`src/verilog/neander_pkg.sv`:
```
/*
 * Shared definitions for the 16-bit execution unit
 *   - data width of AC, X and operands
 *   - opcode encoding
 *   - command, flag and result structs
 */
package neander_pkg;

    // --------------------------------------------------
    // Widths
    // --------------------------------------------------
    localparam int DATA_W = 16;                 // AC, X and operand width

    // --------------------------------------------------
    // Opcodes
    // --------------------------------------------------
    typedef enum logic [3:0] {
        OP_LDI = 4'h0,                          // AC <= operand
        OP_ADD = 4'h1,                          // AC <= AC + operand, C = carry out
        OP_SUB = 4'h2,                          // AC <= AC - operand, C = no borrow
        OP_AND = 4'h3,
        OP_OR  = 4'h4,
        OP_XOR = 4'h5,
        OP_NOT = 4'h6,                          // Operand ignored
        OP_TAX = 4'h7,                          // X <= AC, flags kept
        OP_TXA = 4'h8,                          // AC <= X
        OP_INX = 4'h9,                          // X <= X + 1, wraps
        OP_DEX = 4'hA,                          // X <= X - 1, wraps
        OP_MUL = 4'hB                           // {X, AC} <= AC * operand
    } opcode_e;

    // --------------------------------------------------
    // Structs carried between blocks
    // --------------------------------------------------
    // Decoded command, 20 bits
    typedef struct packed {
        opcode_e           opcode;
        logic [DATA_W-1:0] operand;
    } cmd_t;

    typedef struct packed {
        logic n;                                // Bit 15 of AC
        logic z;                                // AC is zero
        logic c;                                // Carry / no borrow / wide product
    } flags_t;

    // Architectural state after one command, 35 bits
    typedef struct packed {
        logic [DATA_W-1:0] ac;
        logic [DATA_W-1:0] x;
        flags_t            flags;
    } result_t;

endpackage

```
`src/verilog/cmd_receiver.sv`:
```
/*
 * Input side of the execution unit
 *   - four-phase req/ack command port
 *   - one-entry hold register
 *   - valid/ready issue link to the core
 */
`timescale 1ns/1ps

module cmd_receiver (
    input  logic               clk,
    input  logic               reset,
    input  logic               cmd_req,      // Four-phase request from environment
    input  neander_pkg::cmd_t  cmd,          // Stable while cmd_req is high
    input  logic               issue_ready,  // Core can take a command
    output logic               cmd_ack,
    output logic               issue_valid,  // Hold register is full
    output neander_pkg::cmd_t  issue_cmd
);
    import neander_pkg::*;

    logic accept;                            // Latch cmd this cycle
    logic release_ack;                       // Environment has dropped req
    logic issue_fire;                        // Core takes the held command

    // New req only when ack is low and the hold entry is empty
    assign accept      = cmd_req && !cmd_ack && !issue_valid;
    assign release_ack = cmd_ack && !cmd_req;
    assign issue_fire  = issue_valid && issue_ready;

    // --------------------------------------------------
    // Handshake control
    // --------------------------------------------------
    // cmd_ack low  -> waiting for req high
    // cmd_ack high -> waiting for req low
    always_ff @(posedge clk or posedge reset) begin
        if (reset) begin
            cmd_ack     <= 1'b0;
            issue_valid <= 1'b0;
        end else begin
            if (issue_fire)
                issue_valid <= 1'b0;         // Entry handed to the core
            if (accept) begin
                cmd_ack     <= 1'b1;         // Phase 2, ack the latched command
                issue_valid <= 1'b1;
            end else if (release_ack) begin
                cmd_ack     <= 1'b0;         // Phase 4, ready for the next req
            end
        end
    end

    // Hold register payload
    always_ff @(posedge clk) begin
        if (accept)
            issue_cmd <= cmd;
    end

endmodule

```
`src/verilog/seq_multiplier.sv`:
```
/*
 * Sequential shift-and-add multiplier
 *   one multiplier bit per cycle, WIDTH step cycles
 *   done pulses for one cycle with the product
 */
`timescale 1ns/1ps

module seq_multiplier #(
    parameter int WIDTH = 16
) (
    input  logic             clk,
    input  logic             reset,
    input  logic             start,         // Load operands, steps follow
    input  logic [WIDTH-1:0] multiplicand,
    input  logic [WIDTH-1:0] multiplier,
    output logic [WIDTH-1:0] product_low,
    output logic [WIDTH-1:0] product_high,
    output logic             busy,
    output logic             done
);
    localparam int CNT_W = $clog2(WIDTH + 1);

    logic [CNT_W-1:0] cnt;                   // Steps left
    logic [WIDTH-1:0] mcand_q;
    logic [WIDTH-1:0] hi_q;                  // Partial product, upper half
    logic [WIDTH-1:0] lo_q;                  // Multiplier bits shift out, product bits in
    logic [WIDTH:0]   partial;               // Upper half plus add carry

    // Add the multiplicand when the current multiplier bit is set
    assign partial = lo_q[0] ? ({1'b0, hi_q} + {1'b0, mcand_q}) : {1'b0, hi_q};

    assign product_low  = lo_q;
    assign product_high = hi_q;

    // --------------------------------------------------
    // Control
    // --------------------------------------------------
    always_ff @(posedge clk or posedge reset) begin
        if (reset) begin
            cnt  <= '0;
            busy <= 1'b0;
            done <= 1'b0;
        end else begin
            done <= 1'b0;                    // Single-cycle pulse
            if (start && !busy) begin
                cnt  <= CNT_W'(WIDTH);
                busy <= 1'b1;
            end else if (busy) begin
                cnt <= cnt - 1'b1;
                if (cnt == CNT_W'(1)) begin  // Last step
                    busy <= 1'b0;
                    done <= 1'b1;
                end
            end
        end
    end

    // Datapath, shift the whole product right each step
    always_ff @(posedge clk) begin
        if (start && !busy) begin
            mcand_q <= multiplicand;
            hi_q    <= '0;
            lo_q    <= multiplier;
        end else if (busy) begin
            {hi_q, lo_q} <= {partial, lo_q[WIDTH-1:1]};
        end
    end

endmodule

```
`src/verilog/exec_core.sv`:
```
/*
 * Processing part of the execution unit
 *   - AC, X and NZC registers
 *   - single-cycle ALU
 *   - issue FSM (idle, exec, mul_wait, hand_off)
 *   - sequential multiplier for MUL
 */
`timescale 1ns/1ps

module exec_core (
    input  logic                 clk,
    input  logic                 reset,
    input  logic                 issue_valid,
    input  neander_pkg::cmd_t    issue_cmd,
    input  logic                 res_ready,   // Sender buffer is free
    output logic                 issue_ready,
    output logic                 res_valid,
    output neander_pkg::result_t res
);
    import neander_pkg::*;

    typedef enum logic [1:0] {ST_IDLE, ST_EXEC, ST_MUL_WAIT, ST_HAND_OFF} state_e;

    state_e            state;
    cmd_t              cur_cmd;               // Command in execution
    logic [DATA_W-1:0] ac_q;
    logic [DATA_W-1:0] x_q;
    flags_t            flags_q;

    logic [DATA_W:0]   sum_wide;              // Extra bit holds carry out
    logic [DATA_W:0]   diff_wide;             // Extra bit holds borrow
    logic [DATA_W-1:0] new_ac;
    logic [DATA_W-1:0] new_x;
    logic              new_c;
    logic              ac_wr;                 // Opcode writes AC, so N and Z reload
    flags_t            new_flags;
    logic              is_mul;
    logic              mul_start;
    logic              mul_busy;
    logic              mul_done;
    logic [DATA_W-1:0] prod_lo;
    logic [DATA_W-1:0] prod_hi;
    logic              commit;                // Write AC, X and flags

    assign is_mul      = (cur_cmd.opcode == OP_MUL);
    assign issue_ready = (state == ST_IDLE);
    assign res_valid   = (state == ST_HAND_OFF);
    assign res         = '{ac: ac_q, x: x_q, flags: flags_q};

    // --------------------------------------------------
    // ALU
    // --------------------------------------------------
    assign sum_wide  = {1'b0, ac_q} + {1'b0, cur_cmd.operand};
    assign diff_wide = {1'b0, ac_q} - {1'b0, cur_cmd.operand};

    always_comb begin
        new_ac = ac_q;
        new_x  = x_q;
        new_c  = flags_q.c;                   // C kept unless the opcode sets it
        ac_wr  = 1'b1;
        case (cur_cmd.opcode)
            OP_LDI: new_ac = cur_cmd.operand;
            OP_ADD: begin
                new_ac = sum_wide[DATA_W-1:0];
                new_c  = sum_wide[DATA_W];
            end
            OP_SUB: begin
                new_ac = diff_wide[DATA_W-1:0];
                new_c  = !diff_wide[DATA_W];  // Set when AC >= operand
            end
            OP_AND: new_ac = ac_q & cur_cmd.operand;
            OP_OR:  new_ac = ac_q | cur_cmd.operand;
            OP_XOR: new_ac = ac_q ^ cur_cmd.operand;
            OP_NOT: new_ac = ~ac_q;
            OP_TXA: new_ac = x_q;
            OP_TAX: begin
                new_x = ac_q;
                ac_wr = 1'b0;
            end
            OP_INX: begin
                new_x = x_q + 1'b1;           // Wraps at 16 bits
                ac_wr = 1'b0;
            end
            OP_DEX: begin
                new_x = x_q - 1'b1;
                ac_wr = 1'b0;
            end
            OP_MUL: begin
                new_ac = prod_lo;             // Low word to AC, high word to X
                new_x  = prod_hi;
                new_c  = |prod_hi;
            end
            default: ac_wr = 1'b0;            // Unused encodings change nothing
        endcase
    end

    // X-only opcodes leave every flag alone
    assign new_flags = ac_wr ? '{n: new_ac[DATA_W-1], z: (new_ac == '0), c: new_c} : flags_q;

    assign mul_start = (state == ST_EXEC) && is_mul && !mul_busy;
    assign commit    = ((state == ST_EXEC) && !is_mul) || ((state == ST_MUL_WAIT) && mul_done);

    seq_multiplier #(
        .WIDTH (DATA_W)
    ) u_mul (
        .clk          (clk),
        .reset        (reset),
        .start        (mul_start),
        .multiplicand (ac_q),
        .multiplier   (cur_cmd.operand),
        .product_low  (prod_lo),
        .product_high (prod_hi),
        .busy         (mul_busy),
        .done         (mul_done)
    );

    // --------------------------------------------------
    // Issue FSM and architectural registers
    // --------------------------------------------------
    always_ff @(posedge clk or posedge reset) begin
        if (reset) begin
            state   <= ST_IDLE;
            ac_q    <= '0;
            x_q     <= '0;
            flags_q <= '0;
        end else begin
            if (commit) begin
                ac_q    <= new_ac;
                x_q     <= new_x;
                flags_q <= new_flags;
            end
            case (state)
                ST_IDLE:     if (issue_valid) state <= ST_EXEC;
                ST_EXEC:     state <= is_mul ? ST_MUL_WAIT : ST_HAND_OFF;
                ST_MUL_WAIT: if (mul_done) state <= ST_HAND_OFF;
                ST_HAND_OFF: if (res_ready) state <= ST_IDLE;  // Result taken by sender
                default:     state <= ST_IDLE;
            endcase
        end
    end

    always_ff @(posedge clk) begin
        if (issue_valid && issue_ready)
            cur_cmd <= issue_cmd;
    end

endmodule

```
`src/verilog/result_sender.sv`:
```
/*
 * Output side of the execution unit
 *   - one-entry result buffer
 *   - four-phase req/ack result port
 */
`timescale 1ns/1ps

module result_sender (
    input  logic                 clk,
    input  logic                 reset,
    input  logic                 res_valid,   // Core presents a result
    input  neander_pkg::result_t res,
    input  logic                 rsp_ack,     // Four-phase ack from environment
    output logic                 res_ready,   // Buffer empty
    output logic                 rsp_req,
    output neander_pkg::result_t rsp
);
    import neander_pkg::*;

    logic load;                              // Transfer from the core
    logic ack_high;                          // Phase 2 seen
    logic ack_low;                           // Phase 4 seen after req dropped

    assign load     = res_valid && res_ready;
    assign ack_high = rsp_req && rsp_ack;
    assign ack_low  = !res_ready && !rsp_req && !rsp_ack;

    // --------------------------------------------------
    // Handshake control
    // --------------------------------------------------
    // res_ready high             -> buffer empty
    // res_ready low, req high    -> waiting for ack high
    // res_ready low, req low     -> waiting for ack low
    always_ff @(posedge clk or posedge reset) begin
        if (reset) begin
            res_ready <= 1'b1;
            rsp_req   <= 1'b0;
        end else begin
            if (load) begin
                res_ready <= 1'b0;
                rsp_req   <= 1'b1;           // Phase 1
            end else if (ack_high) begin
                rsp_req   <= 1'b0;           // Phase 3
            end else if (ack_low) begin
                res_ready <= 1'b1;           // Handshake done, reopen buffer
            end
        end
    end

    // Buffer holds until res_ready reopens, past the fall of rsp_ack
    always_ff @(posedge clk) begin
        if (load)
            rsp <= res;
    end

endmodule

```
`src/verilog/neander_exec_top.sv`:
```
/*
 * Top level of the execution unit
 *   input side -> processing part -> output side
 */
`timescale 1ns/1ps

module neander_exec_top (
    input  logic                 clk,
    input  logic                 reset,
    input  logic                 cmd_req,
    input  neander_pkg::cmd_t    cmd,
    input  logic                 rsp_ack,
    output logic                 cmd_ack,
    output logic                 rsp_req,
    output neander_pkg::result_t rsp
);
    import neander_pkg::*;

    logic    issue_valid;                    // Receiver to core
    logic    issue_ready;
    cmd_t    issue_cmd;
    logic    res_valid;                      // Core to sender
    logic    res_ready;
    result_t res;

    cmd_receiver u_rx (
        .clk         (clk),
        .reset       (reset),
        .cmd_req     (cmd_req),
        .cmd         (cmd),
        .issue_ready (issue_ready),
        .cmd_ack     (cmd_ack),
        .issue_valid (issue_valid),
        .issue_cmd   (issue_cmd)
    );

    exec_core u_core (
        .clk         (clk),
        .reset       (reset),
        .issue_valid (issue_valid),
        .issue_cmd   (issue_cmd),
        .res_ready   (res_ready),
        .issue_ready (issue_ready),
        .res_valid   (res_valid),
        .res         (res)
    );

    result_sender u_tx (
        .clk       (clk),
        .reset     (reset),
        .res_valid (res_valid),
        .res       (res),
        .rsp_ack   (rsp_ack),
        .res_ready (res_ready),
        .rsp_req   (rsp_req),
        .rsp       (rsp)
    );

endmodule

```
`config.mk`:
```
export PLATFORM = sky130hd
export DESIGN_NAME = neander_exec_top
export DESIGN_NICKNAME = d
export VERILOG_FILES = /design/src/verilog/neander_pkg.sv /design/src/verilog/cmd_receiver.sv /design/src/verilog/seq_multiplier.sv /design/src/verilog/exec_core.sv /design/src/verilog/result_sender.sv /design/src/verilog/neander_exec_top.sv
export SDC_FILE = /design/constraint.sdc
export NUM_CORES = 1
export LEC_CHECK = 0
export ABC_AREA = 1
export BUFFER_PORTS_ARGS = -buffer_cell sky130_fd_sc_hd__buf_2
export CAP_MARGIN = 10
export CORE_MARGIN = 2
export CORE_UTILIZATION = 49
export DETAILED_ROUTE_END_ITERATION = 10
export PLACE_DENSITY = 0.69
export SYNTH_ARGS = -nofsm -noshare
export SYNTH_HDL_FRONTEND = slang
export SYNTH_SLANG_ARGS = --single-unit
```
`constraint.sdc`:
```
create_clock -name clk -period 3.1 [get_ports clk]
set_input_delay 0.155 -clock clk [delete_from_list [all_inputs] [get_ports clk]]
set_output_delay 0.155 -clock clk [all_outputs]
set_load 0.01 [all_outputs]
```
==> results of run 1 <==
tightest hold or removal path: cells and delay by family:
| kind | cells | cell delay (ps) |
|---|---|---|
| buf+inv | 3 | 1070 |
state kept, by name (all words and copies together) (netlist names):
| name | cells |
|---|---|
| u_tx.rsp | 35 |
| u_core.cur_cmd | 20 |
| u_rx.issue_cmd | 20 |
| u_core.ac_q | 16 |
| u_core.u_mul.mcand_q | 16 |
| u_core.u_mul.product_high | 16 |
| u_core.u_mul.product_low | 16 |
| u_core.x_q | 16 |
| u_core.u_mul.cnt | 5 |
| u_core.res | 3 |
| u_core.state | 2 |
| u_core.u_mul.busy | 1 |
| u_core.u_mul.done | 1 |
| u_rx.cmd_ack | 1 |
| u_rx.issue_valid | 1 |
| u_tx.res_ready | 1 |
| u_tx.rsp_req | 1 |
final cells by class:
type                       count  area, um2
inverter                     205      772.0
clock buffer                  21      471.7
clock inverter                11      147.6
multi-input combinational   1019       5663
fill                        2063       9804
tap                          285      356.6
sequential                   171       4736
timing repair buffer         110      758.2
final timing paths:
check / startpoint / cells after the start / endpoint
worst max-delay path: u_core.cur_cmd[16] / 14 / u_core.x_q[15]
worst min-delay path: reset / 3 / u_tx.rsp_req
worst max register to register: u_core.cur_cmd[16] / 14 / u_core.x_q[15]
worst min register to register: u_rx.issue_cmd[19] / 0 / u_core.cur_cmd[19]
max in group asynchronous: reset / 4 / u_core.res[0]
min in group clk: cmd[12] / 2 / u_rx.issue_cmd[12]
per-layer routing:
layer,track usage,vias up,routed length (um)
met3,0.04957,67,2241
met5,0,-,0
li1,-,4979,-
met2,0.4709,396,15770
met4,0.08606,0,823
met1,0.3681,4778,14670
cell usage after synthesis (2+ instances only):
cell	instances
nand2_1	365
inv_1	195
nand3_1	126
edfxtp_1	107
nor2_1	102
a21oi_1	93
ha_1	87
o21ai_0	77
dfrtp_1	47
nand4_1	30
buf_2	19
dfxtp_1	16
o22ai_1	16
clkbuf_1	15
a221oi_2	12
nand2_2	10
o211ai_1	9
or2_2	9
inv_2	8
nor2_2	8
nor3_1	8
a22oi_1	6
o21ai_1	6
o221ai_1	6
nand3b_1	5
xor2_1	5
a21o_1	4
fa_1	4
nand2_4	4
nor2_4	4
a221oi_1	3
and2_1	3
buf_4	3
buf_6	3
xnor2_1	3
a31o_2	2
a31oi_1	2
o21a_1	2
o21bai_1	2
o31ai_1	2
cells by family after synthesis:
kind of cell,count (synthesis),share of synthesized area
AO/OA/AOI/OAI,245,0.1305
buffers and inverters,245,0.08616
adder cells (fa/ha/maj),91,0.1028
AND/OR/NAND/NOR,675,0.2579
XOR/XNOR,8,0.006162
flip-flops,171,0.4165
power by group through the flow:
stage	Sequential (mW)	Combinational, mW	Clock [mW]
after detailed placement	4.16	6.59	0
final	4.14	6.78	2.32
after global placement	4.14	6.53	0
after global routing	4.23	7.57	2.41
after CTS	4.12	6.66	2.34
after floorplan	4.01	4.67	0
through the flow:
step	setup slack [ps]	hold slack (ps)	power (mW)	utilization	area [um2]
finish	288.9	314.2	13.24	0.5683	12900
global route	67.83	376.5	14.21	0.5683	12900
CTS	346.6	21.86	13.12	0.5669	12870
detailed placement	354.9	330.2	10.75	0.5300	12040
global placement	426.5	321.2	10.66	0.5300	12040
floorplan	141.8	220.5	8.677	-	11370
==> results.txt, run 1 <==
outcome -> finished, final reports clean
final cell count without fillers -> 1822
sw power -> 6.329 mW
Peak VDD IR -> 0.3709 mV
cell mode on critical path -> nand3_1
drt pass-1 iters -> 6
commonest non-fill, non-tap cell in the layout -> nand2_1
Post-Synthesis Cells -> 1435
H-Tree Level Count -> 4
CTS root buf -> clkbuf_16
CP max FO -> 13
Clock Path Buffers -> 2
via count -> 10220
Syn Nets -> 1550
core area -> 0.02271 mm2
Buffers on Ports -> 60
Fmax -> 0.3557 GHz
Die Area -> 0.02444 mm2
hold_buf cts -> 22
Worst EP arrival -> 3120 ps
max-slew violations -> 0
GR Overflow Total -> 0
number of global-route vias before repair -> 9780
area share of the largest cell type after synthesis -> 0.2826
Slowest Stage Delay on Critical Path -> 460 ps
Post-synth ARST share -> 0.2807
CP top delay family -> simple AND/OR/NAND/NOR gates
Iter 0 DRT Violations -> 1144
die width -> 156.3 um
Mapped Area -> 0.01137 mm2
CP cell instances -> inv_1 > nand2_4 > nor2_1 > buf_4 > ha_1 > a21oi_1 > o21ai_0 > nand2_1 > nand3_1 > nand2_1 > nand3_1 > or2_2 > nand3_1 > a22oi_1
RSZ-0062 raised after global routing -> no
Reg clk slew, reported paths -> 70 ps
Int Pwr -> 6.912 mW
Ant. Diodes -> 0
pwr dens -> 1026 mW/mm2
Final min period -> 2811 ps
global-route wire length before repair -> 52140 um
post-CTS setup buffers -> 0
DRC violations left -> 0
leak pwr -> 6.089 nW
largest net degree at the start of global routing -> 49
GP Congestion -> 0.9598
drt wl/cell -> 18.39 um
Seq/Total Area, Yosys -> 0.4165
fraction of layout cells with a size suffix above 1 -> 0.1171
overall global routing resource usage -> 0.2796
critical path type -> register to register
Synth cell types -> 47
Post-Route Skew -> 9.309 ps
post-cts resize count -> 0
relative max-transition margin -> 0.4015
Initial Utilization -> 0.5007
vias per cell -> 5.609
Seq pwr share -> 0.313
Yosys reg bits -> 171
Die Ht -> 156.3 um
Sw Share -> 0.4780
CP endpoint kind -> register
Setup violations, final -> 0
Routed Wire Length -> 33500 um
commonest non-fill, non-tap cells in the layout -> nand2_1 (365), inv_1 (194), nand3_1 (126), edfxtp_1 (107), nor2_1 (101)
Post-DP HPWL -> 25330 um
Setup TNS -> 0 ps
Num CTS Buffers -> 17
antenna violation net count after detailed routing -> 0
Placed Instances -> 1766
FP Rows -> 55
ranking of synthesized cells by area -> edfxtp_1 (28%), nand2_1 (12%), dfrtp_1 (10%)
Req. time, crit path -> 3410 ps
Fin. Hold Viols -> 0
worst skew pair latency -> 450 ps
Avg Inst Size Synth -> 7.924 um2
Worst R2R Setup Slack -> 290 ps
Final period util -> 0.9068
Clock power frac -> 0.175
CTS tree -> built
Post-synth EDFFs -> 107
slowest stage cell, crit path -> edfxtp_1
yosys warns -> 0
CP startpoint kind -> register
Comb power frac -> 0.512
Max Cap Violations -> 0
slew at the pin closest to its max-slew limit -> 896.8 ps
I/O pin count -> 61
initial antenna violation count -> 0
Synth area leader -> edfxtp_1
ys flop type -> edfxtp_1
CTS sink cnt -> 171
Worst Hold Class -> primary input to asynchronous set/reset pin
layout net count -> 1639
Area Overhead vs Synth -> 13.49%
critical path buffer and inverter count -> 2
No activity file was read; power rests on OpenSTA's default activity.
==> inputs of run 2 (changes only) <==
Settings changed: ABC_CLOCK_PERIOD_IN_PS set to 3100, REMOVE_ABC_BUFFERS set to 1.
==> run 2 against run 1 <==
Effect of this change:
- critical endpoint is now u_core.res[1]
- total power decreased by 1.9%
- register-to-register slack improved by 30 ps
- the run now ends with hold timing left
- cell area decreased by 0.66%
==> results.txt, run 2 (synthesis results as in run 1) <==
Fmax -> 0.3594 GHz (+1.0%)
CP top delay family -> simple AND/OR/NAND/NOR gates
Die Area -> 0.02444 mm2 (unchanged)
top flop regs -> u_tx.rsp x35, u_core.cur_cmd x20, u_rx.issue_cmd x20
vias per cell -> 5.613 (about the same)
CP startpoint kind -> register
worst skew pair latency -> 440 ps (about the same)
fraction of layout cells with a size suffix above 1 -> 0.1132 (-0.003891)
Worst R2R Start -> u_core.ac_q[11]
largest net degree at the start of global routing -> 49 (unchanged)
max-slew violations -> 0 (unchanged)
slew at the pin closest to its max-slew limit -> 1076 ps (+179.6 ps)
Final min period -> 2782 ps (-28.94 ps)
antenna violation net count after detailed routing -> 0 (unchanged)
setup slack after layout -> 317.8 ps (+28.94 ps)
CP endpoint kind -> register
I/O pin count -> 61 (unchanged)
max FFs per register -> 35 (unchanged)
Worst Hold Class -> primary input to asynchronous set/reset pin
Area Overhead vs Synth -> 12.74%
CTS tree -> built
drt pass-1 iters -> 5 (-1)
cell mode on critical path -> nand2_1
pwr dens -> 1013 mW/mm2 (-1.2%)
Worst EP arrival -> 3150 ps (+30 ps)
pre-CTS setup slack -> 349.2 ps (-5.673 ps)
final cell count without fillers -> 1813 (-0.49%)
Final period util -> 0.8975 (-0.009335)
CP cell instances -> inv_1 > ha_1 > inv_1 > nand2_1 > nor3_1 > nand3_1 > nand2_1 > nand2_1 > nand3_1 > nand4_1 > nor2_1 > nand3_1 > nand2_1
Clock Path Buffers -> 2 (unchanged)
core area -> 0.02271 mm2 (unchanged)
initial antenna violation count -> 0 (unchanged)
Buffers on Ports -> 60 (unchanged)
GP Congestion -> 0.9879 (+2.9%)
Slowest Stage Delay on Critical Path -> 550 ps (+90 ps)
Fin. Hold Viols -> 18 (+18)
total power -> 12.99 mW (-1.9%)
number of global-route vias before repair -> 9706 (-0.76%)
Iter 0 DRT Violations -> 893 (-22%)
Die Ht -> 156.3 um (unchanged)
Worst Setup SP -> u_core.ac_q[11]
Initial Utilization -> 0.5007 (unchanged)
Num CTS Buffers -> 17 (unchanged)
die width -> 156.3 um (unchanged)
slowest stage cell, crit path -> dfrtp_1
critical path type -> register to register
Peak VDD IR -> 0.4631 mV (+25%)
H-Tree Level Count -> 4 (unchanged)
DRC violations left -> 0 (unchanged)
global-route wire length before repair -> 50200 um (-3.7%)
utilization after layout -> 0.5645 (-0.003746)
CTS root buf -> clkbuf_16
Setup violations, final -> 0 (unchanged)
worst hold margin -> -40.08 ps (-354.3 ps)
commonest non-fill, non-tap cell in the layout -> nand2_1
Ant. Diodes -> 0 (unchanged)
post-cts resize count -> 0 (unchanged)
RSZ-0062 raised after global routing -> no
Routed Wire Length -> 31590 um (-5.7%)
FP Rows -> 55 (unchanged)
commonest non-fill, non-tap cells in the layout -> nand2_1 (365), inv_1 (194), nand3_1 (126), edfxtp_1 (107), nor2_1 (101)
CP max FO -> 11 (-2)
relative max-transition margin -> 0.2824 (-0.1191)
drt wl/cell -> 17.42 um (-5.3%)
GR Overflow Total -> 0 (unchanged)
Post-Route Skew -> 13.79 ps (+4.480 ps)
Post-DP HPWL -> 24270 um (-4.2%)
leak pwr -> 6.048 nW (-0.68%)
Reg with most FFs -> u_tx.rsp
Max Cap Violations -> 0 (unchanged)
outcome -> finished with violations
Req. time, crit path -> 3470 ps (+60 ps)
layout net count -> 1630 (-0.55%)
via count -> 10180 (-0.42%)
Reg clk slew, reported paths -> 70 ps (about the same)
failing checks -> hold timing
overall global routing resource usage -> 0.2659 (-0.01377)
CTS sink cnt -> 171 (unchanged)
critical path buffer and inverter count -> 2 (unchanged)
Placed Instances -> 1759 (-0.40%)
==> run 2: worst paths after layout <==
check	slack, ps	endpoint	cells after the start
worst min-delay path	-40	u_core.u_mul.cnt[3]	2
max in group asynchronous	2440	u_core.ac_q[14]	2
min in group clk	400	u_tx.res_ready	3
worst max register to register	320	u_core.res[1]	13
worst min register to register	420	u_core.cur_cmd[13]	0
worst max-delay path	320	u_core.res[1]	13
==> run 2: worst register-to-register path, stage by stage, from the launching register on <==
cell and delay (ps):
dfrtp_1 550, inv_1 160, ha_1 470, inv_1 190, nand2_1 130, nor3_1 310
nand3_1 220, nand2_1 120, nand2_1 50, nand3_1 150, nand4_1 130, nor2_1 100
nand3_1 80, nand2_1 60
==> run 2: through the flow <==
step	hold slack, ps	instance area [um2]	TNS [ps]
detailed placement	333.1	11980	0
global route	66.39	12820	0
finish	-40.08	12820	0
floorplan	220.5	11160	-8516
CTS	30.29	12820	0
global placement	323.0	11980	0
==> run 2: repair_timing <==
item	CTS	global route
buffers inserted	0	0
endpoints found under the hold margin	23	0
hold buffers	22	0
==> run 2: layout make-up <==
type	instances	area, um2
clock buffers	23	531.8
clock inverters	9	85.08
fillers	2085	9889
inverters	205	772.0
multi-input cells	1019	5663
flip-flops and latches	171	4736
well taps	285	356.6
repair buffers	101	675.6
==> run 2: report_power, final <==
group | leakage, nW | switching, mW | internal (mW)
sequential | 1.68 | 0.763 | 3.40
combinational | 4.06 | 4.41 | 2.18
clock | 0.308 | 0.988 | 1.25
==> run 2: per-layer routing <==
metal | share of wire | vias to the layer above | wire (um) | track usage
li1 | - | 4958 | - | -
met1 | 0.43 | 4726 | 13590 | 0.3477
met4 | 0.033 | 0 | 1043 | 0.1118
met3 | 0.069 | 75 | 2171 | 0.03877
met5 | 0 | - | 0 | 0
met2 | 0.47 | 418 | 14780 | 0.4422
